### config.mk
export PLATFORM = sky130hd
export DESIGN_NAME = bkt_cmd_in
export DESIGN_NICKNAME = d
export VERILOG_FILES = /design/src/hw/bkt_pkg.sv /design/src/hw/bkt_cmd_in.sv
export SDC_FILE = /design/constraint.sdc
export NUM_CORES = 1
export LEC_CHECK = 0
export ABC_AREA = 1
export ABC_CLOCK_PERIOD_IN_PS = 1500
export BUFFER_PORTS_ARGS = -buffer_cell sky130_fd_sc_hd__buf_4
export CAP_MARGIN = 25
export CORE_AREA = 2 2 60 62
export CTS_CLUSTER_SIZE = 10
export DETAILED_ROUTE_END_ITERATION = 6
export DIE_AREA = 0 0 62 64
export PLACE_DENSITY = 0.71
export REMOVE_ABC_BUFFERS = 1
export SETUP_SLACK_MARGIN = 0.5
export SYNTH_ARGS = -nofsm -noshare
export SYNTH_HDL_FRONTEND = slang
export SYNTH_SLANG_ARGS = --single-unit
### constraint.sdc
create_clock -name clk -period 1.5 [get_ports clk]
set_input_delay 0.15 -clock clk [delete_from_list [all_inputs] [get_ports clk]]
set_output_delay 0.15 -clock clk [all_outputs]
set_load 0.05 [all_outputs]
### src/hw/bkt_pkg.sv
// backtrack stage shared definitions
// widths, memory word layouts and the engine state encoding

package bkt_pkg;

    // variable memory holds 512 entries
    localparam int VAR_ADDR_W = 9;

    // level memory is addressed by the low bits of a level
    localparam int LVL_ADDR_W = 9;

    // variable index, also used for the active variable count
    typedef logic [VAR_ADDR_W-1:0] var_addr_t;

    // decision level
    typedef logic [15:0] lvl_t;

    // clause bin id
    typedef logic [9:0] bin_id_t;

    // 00 unassigned, 01 false, 10 true
    typedef logic [1:0] assign_t;

    // {assign, implied, level}
    // implied == 0 means the variable was a decision
    typedef logic [$bits(assign_t)+1+$bits(lvl_t)-1:0] var_state_t;

    // {bin id, has_backtracked}
    typedef logic [$bits(bin_id_t):0] lvl_state_t;

    // sweep engine states
    typedef enum logic [1:0] {
        IDLE,
        SWEEP,
        DRAIN
    } eng_state_t;

endpackage
### src/hw/bkt_cmd_in.sv
`timescale 1ns/1ps
// backtrack command input
// takes one command over valid/ready and holds it until the engine finishes

module bkt_cmd_in (
    input  logic                clk,
    input  logic                rst,
    input  logic                cmd_valid_i,
    input  bkt_pkg::lvl_t       cmd_lvl_i,
    input  bkt_pkg::bin_id_t    cmd_bin_i,
    input  bkt_pkg::var_addr_t  cmd_nvars_i,
    output logic                cmd_ready_o,
    input  logic                res_pending_i,
    input  logic                done_i,
    output logic                start_o,
    output bkt_pkg::lvl_t       lvl_o,
    output bkt_pkg::bin_id_t    bin_o,
    output bkt_pkg::var_addr_t  nvars_o,
    output logic                busy_o
);

    logic full;
    logic xfer;

    // no new command while one runs or a result waits
    assign cmd_ready_o = !(full || res_pending_i);
    assign xfer        = cmd_valid_i && cmd_ready_o;
    assign busy_o      = full;

    always_ff @(posedge clk)
    begin
        if (!rst)
        begin
            full    <= 1'b0;
            start_o <= 1'b0;
        end
        else
        begin
            start_o <= xfer;
            if (xfer)
                full <= 1'b1;
            else if (done_i)
                full <= 1'b0;
        end
    end

    // command fields stay put until done
    always_ff @(posedge clk)
    begin
        if (xfer)
        begin
            lvl_o   <= cmd_lvl_i;
            bin_o   <= cmd_bin_i;
            nvars_o <= cmd_nvars_i;
        end
    end

    // done only ends a held command, never in its start cycle
    a_done_when_full: assert property (@(posedge clk) disable iff (!rst)
        done_i |-> (full && !start_o));

endmodule

==> summary.txt, run 1 <==
Status
  • Status: completed

Finish
  • Most common cell after layout, fill and taps aside: buf_4
  • NumNets Final: 214
  • Post-route cell area: 0.002532 mm²
  • Commonest non-fill, non-tap cells in the layout: 43 x buf_4, 37 x buf_6, 35 x edfxtp_1, 35 x dlygate4sd3_1, 5 x clkbuf_4
  • Total of fill cells in the finished design: 188
  • Ant. Diodes: 0
  • Fin util: 0.7710
  • Area grow syn2layout: 124.1%
  • Layout cells sized above 1: 0.5771

Timing
  • Slew headroom: 0.9078
  • Clock Skew: 0.01121 ns
  • Slew Limit Fails: 0
  • Final setup violation count: 0
  • Min Tclk post-route: 1.169 ns
  • RSZ-0062 raised after global routing: true
  • Period utilisation layout: 0.7796
  • Setup_tns: 0 ns
  • Hold Violations, Final: 0
  • Fmax: 855.1 MHz
  • Least-Margin Pin Slew: 0.1383 ns

Global route
  • Largest net degree at the start of global routing: 18
  • GRT overflow: 0
  • First-pass GRT wire length: 4.892 mm
  • Antenna violations before repair: 0
  • Vias in the first global route: 995
  • Gr usage total: 0.1790

CTS
  • Clk Latency, worst-skew pair: 0.34 ns
  • Clock Path Buffers: 2
  • CTS tree: done
  • Root buf cell: clkbuf_4
  • Worst-path clk slew: 0.12 ns
  • Num CTS Buffers: 5
  • TritonCTS sink count: 37
  • H-tree depth: 2

Logic synthesis
  • Cell accounting for the most synthesized area: edfxtp_1
  • Post-synthesis register bit count: 37
  • Synth Cell Area: 0.001130 mm²
  • Synth warn: 0
  • Post-synth top area share: 0.9302
  • Synth top area cells: edfxtp_1 93%, dfxtp_1 3.5%, nand3_2 0.89%
  • Register area share after synthesis: 0.9657
  • Post-synth cell types: 7
  • Synthesized instance count: 44
  • Mean Syn Cell Area: 25.68 µm²

Hold path
  • Hold Crit Depth: 3
  • Hold endpoint: start_o$_SDFF_PN0_
  • Hold crit path type: in2reg
  • Hold Startpoint: rst

Routing
  • Vias/cell: 4.163
  • TritonRoute pass-1 iters: 4
  • Via count of the routed design: 920
  • Wirelength, routed: 3.464 mm
  • Routed len/inst: 15.67 µm
  • Antenna Nets Post-Route: 0
  • DR DRC count: 0
  • DRT iter0 DRCs: 8

Worst setup path
  • Critical path class: reg2reg
  • Crit path arrival time: 1.22 ns
  • Reg2reg end: bin_o[1]$_DFFE_PP_
  • Reg2reg start: busy_o$_SDFFE_PN0P_
  • Slowest CP cell: dfxtp_4
  • Worst EP required: 1.55 ns
  • Startpoint Class: register
  • Crit-path max FO: 9
  • Worst path max stage delay: 0.37 ns
  • Critical path, cell by cell: nor2_4 > nand2_2 > inv_4 > buf_4 > buf_12
  • Worst Setup End Kind: register
  • R2R depth: 5
  • Reg2Reg Setup Slack: 0.33 ns

Floorplan
  • Core ar.: 0.003284 mm²
  • Die H: 64 µm
  • Ports: 78
  • Starting Density: 0.3440
  • Rows: 21
  • Die area: 0.003968 mm²
  • Horiz. Die Dim: 62 µm

Placement
  • Placed Area: 0.001785 mm²
  • GP Congestion: 0.6805
  • Dpl hpwl: 1.661 mm
  • I/O Buffers: 77

Pwr
  • P per Cell Area: 889.7 mW/mm²
  • VDD IR-drop max: 0.4889 mV
  • Leak pwr: 1.068 nW

Run
  • Max-cap violations: 0
how the worst max path moves through the flow:
stage                             start                   end  slack (ns)  depth (start not counted)
finish              busy_o$_SDFFE_PN0P_    bin_o[1]$_DFFE_PP_        0.33                          5
global route        busy_o$_SDFFE_PN0P_    bin_o[1]$_DFFE_PP_        0.28                          5
CTS                 busy_o$_SDFFE_PN0P_   lvl_o[14]$_DFFE_PP_        0.35                          5
detailed placement  busy_o$_SDFFE_PN0P_  nvars_o[8]$_DFFE_PP_        0.31                          4
global placement    busy_o$_SDFFE_PN0P_    lvl_o[3]$_DFFE_PP_        0.36                          4
floorplan           busy_o$_SDFFE_PN0P_    bin_o[0]$_DFFE_PP_       -0.75                          3
flip-flops by register name, summed over array words and instances, names as in the netlist:
signal and cells:
bin_o 10, busy_o 1, lvl_o 16, nvars_o 9
start_o 1
routing by layer:
layer  track usage  share of wire  vias to the layer above
met5             0              0                        -
met3       0.09312           0.11                        2
met4       0.04787         0.0055                        0
li1              -              -                      433
met2        0.3008           0.55                       61
met1        0.1919           0.33                      424
per-stage QoR:
| step | hold slack (ns) | setup WS [ns] | total power [W] | instances |
|---|---|---|---|---|
| after CTS | 0.03656 | 0.3482 | 0.002233 | 218 |
| after global placement | 0.3285 | 0.3624 | 0.001551 | 168 |
| final | 0.05437 | 0.3305 | 0.002253 | 221 |
| after floorplan | 0.2489 | -0.7499 | 0.001399 | 44 |
| after detailed placement | 0.3298 | 0.3079 | 0.001558 | 168 |
| after global routing | 0.03770 | 0.2842 | 0.002345 | 221 |
area by class of cell:
class | count | area (µm²) | share of cell area
timing repair buffer | 123 | 1270 | 0.5015
multi-input combinational | 5 | 38.79 | 0.01532
tap | 46 | 57.56 | 0.02273
clock buffer | 6 | 51.30 | 0.02026
inverter | 2 | 10.01 | 0.003953
clock inverter | 2 | 8.758 | 0.003458
sequential | 37 | 1096 | 0.4328
cell usage after synthesis:
cell,number
dfxtp_1,2
edfxtp_1,35
inv_1,2
nand2_1,2
nand3_2,1
nand3b_1,1
nor2_2,1
worst max-delay path: cells and delay by family (launching register included):
kind	cells	cell delay, ns
buf+inv	3	0.33
flops	1	0.37
simple gates	2	0.19
cell families (layout without fill, tap and decap cells):
| logic type | after synthesis | after routing | share of synthesized area |
|---|---|---|---|
| DFF | 37 | 37 | 0.9657 |
| and+or+nand+nor | 5 | 5 | 0.02769 |
| buffers and inverters | 2 | 133 | 0.006647 |
what timing repair did:
item / in CTS / in global routing
pin swaps: 1 / 0
hold buffers: 35 / 0
setup buffers: 5 / 1
hold endpoints to repair: 35 / 0
setup endpoints to repair: 73 / 73
cloned: 2 / 2
gates resized for setup: 44 / 4
where the power goes:
part	internal, W	switching [W]
logic	0.000264	0.000248
clock network	0.000221	0.000314
registers	0.00118	0.0000224
Note: power is estimated with default switching activity, not from simulation.
==> run 2, diff against run 1 <==
--- a/config.mk
+++ b/config.mk
@@ -5,8 +5,8 @@
 export SDC_FILE = /design/constraint.sdc
 export NUM_CORES = 1
 export LEC_CHECK = 0
-export ABC_AREA = 1
-export ABC_CLOCK_PERIOD_IN_PS = 1500
+export ABC_AREA = 0
+export ABC_CLOCK_PERIOD_IN_PS = 900
 export BUFFER_PORTS_ARGS = -buffer_cell sky130_fd_sc_hd__buf_4
 export CAP_MARGIN = 25
 export CORE_AREA = 2 2 60 62
==> constraint.sdc (replaced) <==
create_clock -name clk -period 0.9 [get_ports clk]
set_input_delay 0.09 -clock clk [delete_from_list [all_inputs] [get_ports clk]]
set_output_delay 0.09 -clock clk [all_outputs]
set_load 0.05 [all_outputs]
==> summary.txt, run 2 <==
Timing
  • Period utilisation layout: 1.285
  • Least-Margin Pin Slew: 0.2109 ns
  • Fmax: 864.9 MHz
  • Min Tclk post-route: 1.156 ns
  • Slew headroom: 0.8593
  • Hold slack final: -0.07633 ns
  • Worst Setup Slack, final: -0.2562 ns
  • Clock Skew: 0.007182 ns
  • Hold Violations, Final: 37
  • RSZ-0062 raised after global routing: true
  • Setup_tns: -11.71 ns
  • Slew Limit Fails: 0
  • Final setup violation count: 75

Floorplan
  • Die area: 0.003968 mm²
  • Core ar.: 0.003284 mm²
  • Die H: 64 µm
  • Ports: 78
  • Starting Density: 0.3440
  • Rows: 21
  • Horiz. Die Dim: 62 µm

Pwr
  • Power share of the clock group: 0.247
  • Sw Pwr: 0.0009020 W
  • VDD IR-drop max: 1.195 mV
  • Sw Ratio: 0.2542
  • Sequential share of power: 0.565
  • P_int: 0.002646 W
  • Pwr Total: 0.003548 W
  • P per Cell Area: 1681 mW/mm²
  • Combinational share of power: 0.188
  • Leak pwr: 0.8726 nW

Placement
  • GP Congestion: 0.6484
  • I/O Buffers: 77
  • Setup WS pre-CTS: -0.2424 ns

Global route
  • Largest net degree at the start of global routing: 17
  • First-pass GRT wire length: 3.677 mm
  • Antenna violations before repair: 0
  • Vias in the first global route: 830
  • Gr usage total: 0.1362
  • GRT overflow: 0

Worst setup path
  • Worst path max stage delay: 0.35 ns
  • Worst Setup End Kind: register
  • Reg2Reg Setup Slack: -0.26 ns
  • Worst EP required: 0.95 ns
  • Reg2reg end: lvl_o[0]$_DFFE_PP_
  • Crit path arrival time: 1.20 ns
  • Reg2reg start: busy_o$_SDFFE_PN0P_
  • Startpoint Class: register
  • Crit path launch: busy_o$_SDFFE_PN0P_
  • Slowest CP cell: dfxtp_2
  • Critical path class: reg2reg
  • Crit-path max FO: 16
  • Critical path, cell by cell: nor3b_4 > buf_6 > buf_12
  • R2R depth: 3

CTS
  • H-tree depth: 2
  • TritonCTS sink count: 37
  • Clock Path Buffers: 2
  • Worst-path clk slew: 0.11 ns
  • Root buf cell: clkbuf_4
  • CTS tree: done
  • Num CTS Buffers: 5
  • Clk Latency, worst-skew pair: 0.33 ns

Logic synthesis
  • Synth top area cells: edfxtp_1 93%, dfxtp_1 3.5%, nor3b_2 1.1%
  • Mean Syn Cell Area: 26.90 µm²
  • Synth Cell Area: 0.001130 mm²
  • Synthesized instance count: 42
  • Post-synthesis register bit count: 37
  • Most frequent cells after synthesis: 35 x edfxtp_1, 2 x dfxtp_1
  • Post-synth top area share: 0.9302
  • Synth warn: 0
  • Ys async rst share: 0
  • Cell accounting for the most synthesized area: edfxtp_1
  • Post-synth cell types: 7
  • Prevailing post-synth register cell: edfxtp_1
  • Most instantiated library cell after synthesis: edfxtp_1
  • Post-synth EDFFs: 35
  • Register area share after synthesis: 0.9657

Routing
  • TritonRoute pass-1 iters: 4
  • DRT iter0 DRCs: 6
  • Antenna Nets Post-Route: 0
  • Via count of the routed design: 765
  • DR DRC count: 0
  • Routed len/inst: 13.21 µm
  • Vias/cell: 4.250
  • Wirelength, routed: 2.378 mm

Hold path
  • Hold crit path type: in2reg
  • Hold Startpoint: cmd_lvl_i[1]
  • Hold Crit Depth: 1
  • Hold endpoint: lvl_o[1]$_DFFE_PP_

Finish
  • NumNets Final: 173
  • Total of fill cells in the finished design: 227
  • Ant. Diodes: 0
  • Most flop-heavy register: lvl_o
  • Most common cell after layout, fill and taps aside: buf_6
  • Top flop regs: lvl_o: 16 flops, bin_o: 10 flops, nvars_o: 9 flops
  • Multi-input logic area: 55.05 µm²
  • Layout cells sized above 1: 0.7239
  • Commonest non-fill, non-tap cells in the layout: 41 x buf_6, 39 x buf_4, 35 x edfxtp_1
  • Max reg flops: 16
  • Area grow syn2layout: 86.82%
  • Register area: 0.001094 mm²

Run
  • Max-cap violations: 0

Status
  • Failing checks: negative hold slack, negative setup slack
  • Status: finished, violations left
run 2: stage by stage:
step / cell area [µm²] / cells / utilization
finish: 2111 / 180 / 0.6427
global route: 2111 / 180 / 0.6427
global placement: 1807 / 168 / 0.5501
detailed placement: 1807 / 168 / 0.5501
CTS: 2101 / 180 / 0.6396
floorplan: 1130 / 42 / -
run 2: layer usage:
| layer | up-vias | track usage | routed length [µm] |
|---|---|---|---|
| li1 | 348 | - | - |
| met1 | 352 | 0.1345 | 713 |
| met2 | 59 | 0.1966 | 1154 |
| met3 | 6 | 0.1174 | 460 |
| met4 | 0 | 0.06383 | 49 |
| met5 | - | 0 | 0 |
run 2: cells by family after synthesis:
logic type      synth area share
flops                     0.9657
simple gates             0.02769
compound gates          0.006647
run 2: timing repair:
action / in CTS / in global routing
pin swaps: 3 / 1
setup buffers: 2 / 0
hold endpoints to repair: 37 / 37
gates resized for setup: 47 / 3
gates cloned: 2 / 0
endpoints found under the setup margin: 75 / 75
run 2: cell type report:
| class | instances | share of cell area |
|---|---|---|
| Clock buffer | 6 | 0.02430 |
| Clock inverter | 2 | 0.004149 |
| Multi-Input combinational cell | 5 | 0.02608 |
| Sequential cell | 37 | 0.5181 |
| Tap cell | 46 | 0.02727 |
| Timing Repair Buffer | 84 | 0.4001 |
run 2: power groups by stage:
| stage | clock (W) | sequential (W) | combinational, W |
|---|---|---|---|
| global route | 0.000991 | 0.00201 | 0.000696 |
| CTS | 0.000920 | 0.00201 | 0.000666 |
| global placement | 0 | 0.00203 | 0.000561 |
| finish | 0.000876 | 0.00200 | 0.000667 |
| floorplan | 0 | 0.00228 | 0.0000453 |
| detailed placement | 0 | 0.00203 | 0.000568 |
run 2: critical path, delay by kind of cell (launching register included):
kind	cells	cell delay, ns
flip-flops	1	0.35
buffers and inverters	2	0.29
AND/OR/NAND/NOR	1	0.23
run 2: worst max-delay path by stage:
stage                                 endpoint  slack [ns]  cells after the start
after floorplan             bin_o[0]$_DFFE_PP_       -1.57                      1
after global placement      bin_o[1]$_DFFE_PP_       -0.24                      2
after detailed placement  nvars_o[5]$_DFFE_PP_       -0.24                      2
after CTS                          cmd_ready_o       -0.24                      3
after global routing      nvars_o[0]$_DFFE_PP_       -0.28                      3
final                       lvl_o[0]$_DFFE_PP_       -0.26                      3
==> run 3, diff against run 2 <==
--- a/config.mk
+++ b/config.mk
@@ -9,11 +9,13 @@
 export ABC_CLOCK_PERIOD_IN_PS = 900
 export BUFFER_PORTS_ARGS = -buffer_cell sky130_fd_sc_hd__buf_4
 export CAP_MARGIN = 25
-export CORE_AREA = 2 2 60 62
+export CELL_PAD_IN_SITES_DETAIL_PLACEMENT = 1
+export CELL_PAD_IN_SITES_GLOBAL_PLACEMENT = 2
+export CORE_AREA = 2 2 74 76
 export CTS_CLUSTER_SIZE = 10
 export DETAILED_ROUTE_END_ITERATION = 6
-export DIE_AREA = 0 0 62 64
-export PLACE_DENSITY = 0.71
+export DIE_AREA = 0 0 76 78
+export PLACE_DENSITY_LB_ADDON = 0.1
 export REMOVE_ABC_BUFFERS = 1
 export SETUP_SLACK_MARGIN = 0.5
 export SYNTH_ARGS = -nofsm -noshare
==> summary.txt, run 3 (synthesized netlist as in run 2, its figures left out) <==
Worst setup path
  • Slowest CP cell: dfxtp_2
  • Reg2reg end: lvl_o[2]$_DFFE_PP_
  • Critical path, cell by cell: nor3b_4 > buf_4 > buf_12
  • Crit path arrival time: 1.13 ns
  • Reg2Reg Setup Slack: -0.23 ns
  • Crit-path max FO: 16
  • R2R depth: 3
  • Reg2reg start: busy_o$_SDFFE_PN0P_
  • Startpoint Class: register
  • Worst path max stage delay: 0.34 ns
  • Worst Setup End Kind: register
  • Worst EP required: 0.89 ns
  • Critical path class: reg2reg

Finish
  • Fin util: 0.4278
  • Register area: 0.001094 mm²
  • Most flop-heavy register: lvl_o
  • Layout cells sized above 1: 0.7090
  • Max reg flops: 16
  • Most common cell after layout, fill and taps aside: buf_4
  • Multi-input logic area: 52.55 µm²
  • Total of fill cells in the finished design: 498
  • Top flop regs: lvl_o: 16 flops, bin_o: 10 flops, nvars_o: 9 flops
  • Ant. Diodes: 0
  • Commonest non-fill, non-tap cells in the layout: 42 x buf_4, 36 x buf_6, 35 x edfxtp_1
  • NumNets Final: 173
  • Area grow syn2layout: 90.92%

Routing
  • Routed len/inst: 14.78 µm
  • Antenna Nets Post-Route: 0
  • DRT iter0 DRCs: 35
  • Via count of the routed design: 757
  • DR DRC count: 0
  • TritonRoute pass-1 iters: 2
  • Vias/cell: 3.711
  • Wirelength, routed: 3.016 mm

CTS
  • Root buf cell: clkbuf_8
  • Clock Path Buffers: 2
  • TritonCTS sink count: 37
  • Num CTS Buffers: 5
  • H-tree depth: 2
  • Clk Latency, worst-skew pair: 0.28 ns
  • Worst-path clk slew: 0.07 ns
  • CTS tree: done

Global route
  • GRT overflow: 0
  • First-pass GRT wire length: 4.678 mm
  • Antenna violations before repair: 0
  • Largest net degree at the start of global routing: 17
  • Vias in the first global route: 888
  • Gr usage total: 0.1061

Status
  • Status: finished, violations left
  • Failing checks: negative hold slack, negative setup slack

Floorplan
  • Ports: 78
  • Die H: 78 µm
  • Core ar.: 0.005042 mm²
  • Die area: 0.005928 mm²
  • Horiz. Die Dim: 76 µm
  • Starting Density: 0.2241
  • Rows: 26

Pwr
  • Pwr Total: 0.003842 W
  • Power share of the clock group: 0.304
  • Leak pwr: 0.8772 nW
  • P_int: 0.002900 W
  • Combinational share of power: 0.174
  • Sequential share of power: 0.523
  • Sw Ratio: 0.2453
  • P per Cell Area: 1781 mW/mm²
  • VDD IR-drop max: 1.055 mV
  • Sw Pwr: 0.0009425 W

Run
  • Max-cap violations: 0

Timing
  • Final setup violation count: 74
  • Least-Margin Pin Slew: 0.1798 ns
  • Clock Skew: 0.003654 ns
  • Hold slack final: -0.02132 ns
  • Period utilisation layout: 1.259
  • Fmax: 882.5 MHz
  • Hold Violations, Final: 35
  • Slew headroom: 0.8800
  • Worst Setup Slack, final: -0.2331 ns
  • RSZ-0062 raised after global routing: true
  • Min Tclk post-route: 1.133 ns
  • Slew Limit Fails: 0

Hold path
  • Hold Startpoint: cmd_lvl_i[10]
  • Hold endpoint: lvl_o[10]$_DFFE_PP_
  • Hold Crit Depth: 1
  • Hold crit path type: in2reg

Placement
  • GP Congestion: 0.6353
  • I/O Buffers: 77
[run 3: timing repair]
action | 4_1_cts | 5_1_grt
hold endpoints to repair | 35 | 35
pin swaps | 1 | 1
setup endpoints to repair | 75 | 75
setup buffers | 3 | 0
gates resized for setup | 46 | 1
cloned | 1 | 0
[run 3: layout make-up]
cell class,instances,area share
Tap cell,70,0.04060
Timing Repair Buffer,84,0.3863
Clock buffer,8,0.04176
Multi-Input combinational cell,5,0.02436
Sequential cell,37,0.5070
[run 3: critical path, delay by kind of cell (launching register included)]
| kind | cells | cell delay (ns) |
|---|---|---|
| flip-flops | 1 | 0.34 |
| AND/OR/NAND/NOR | 1 | 0.20 |
| buffers and inverters | 2 | 0.29 |
[run 3: worst max path at each step]
stage / startpoint / to / slack, ns / cells after the start
after floorplan: busy_o$_SDFFE_PN0P_ / bin_o[0]$_DFFE_PP_ / -1.57 / 1
after global routing: busy_o$_SDFFE_PN0P_ / lvl_o[1]$_DFFE_PP_ / -0.28 / 3
after detailed placement: busy_o$_SDFFE_PN0P_ / lvl_o[11]$_DFFE_PP_ / -0.25 / 2
final: busy_o$_SDFFE_PN0P_ / lvl_o[2]$_DFFE_PP_ / -0.23 / 3
after global placement: busy_o$_SDFFE_PN0P_ / lvl_o[12]$_DFFE_PP_ / -0.23 / 2
after CTS: busy_o$_SDFFE_PN0P_ / nvars_o[8]$_DFFE_PP_ / -0.22 / 3
[run 3: per-layer routing]
| layer | up-vias | part of all wire | global-route usage |
|---|---|---|---|
| li1 | 346 | - | - |
| met1 | 373 | 0.33 | 0.1031 |
| met2 | 36 | 0.60 | 0.1991 |
| met3 | 2 | 0.071 | 0.05000 |
| met4 | 0 | 0.0050 | 0.03273 |
| met5 | - | 0 | 0 |
[run 3: per-stage QoR]
stage / std cells / setup WS, ns / setup TNS, ns / instance area (µm²)
6_report: 204 / -0.2331 / -8.864 / 2157
5_1_grt: 204 / -0.2834 / -12.62 / 2157
4_1_cts: 204 / -0.2152 / -9.109 / 2153
3_5_place_dp: 192 / -0.2506 / -8.537 / 1849
3_3_place_gp: 192 / -0.2299 / -7.862 / 1849
2_1_floorplan: 42 / -1.573 / -58.41 / 1130
[run 3: power by group through the flow]
stage                logic, W  clock network [W]  registers, W
global placement     0.000581                  0       0.00203
finish               0.000667            0.00117       0.00201
detailed placement   0.000587                  0       0.00203
CTS                  0.000672            0.00123       0.00201
global route         0.000695            0.00131       0.00201
floorplan           0.0000453                  0       0.00228
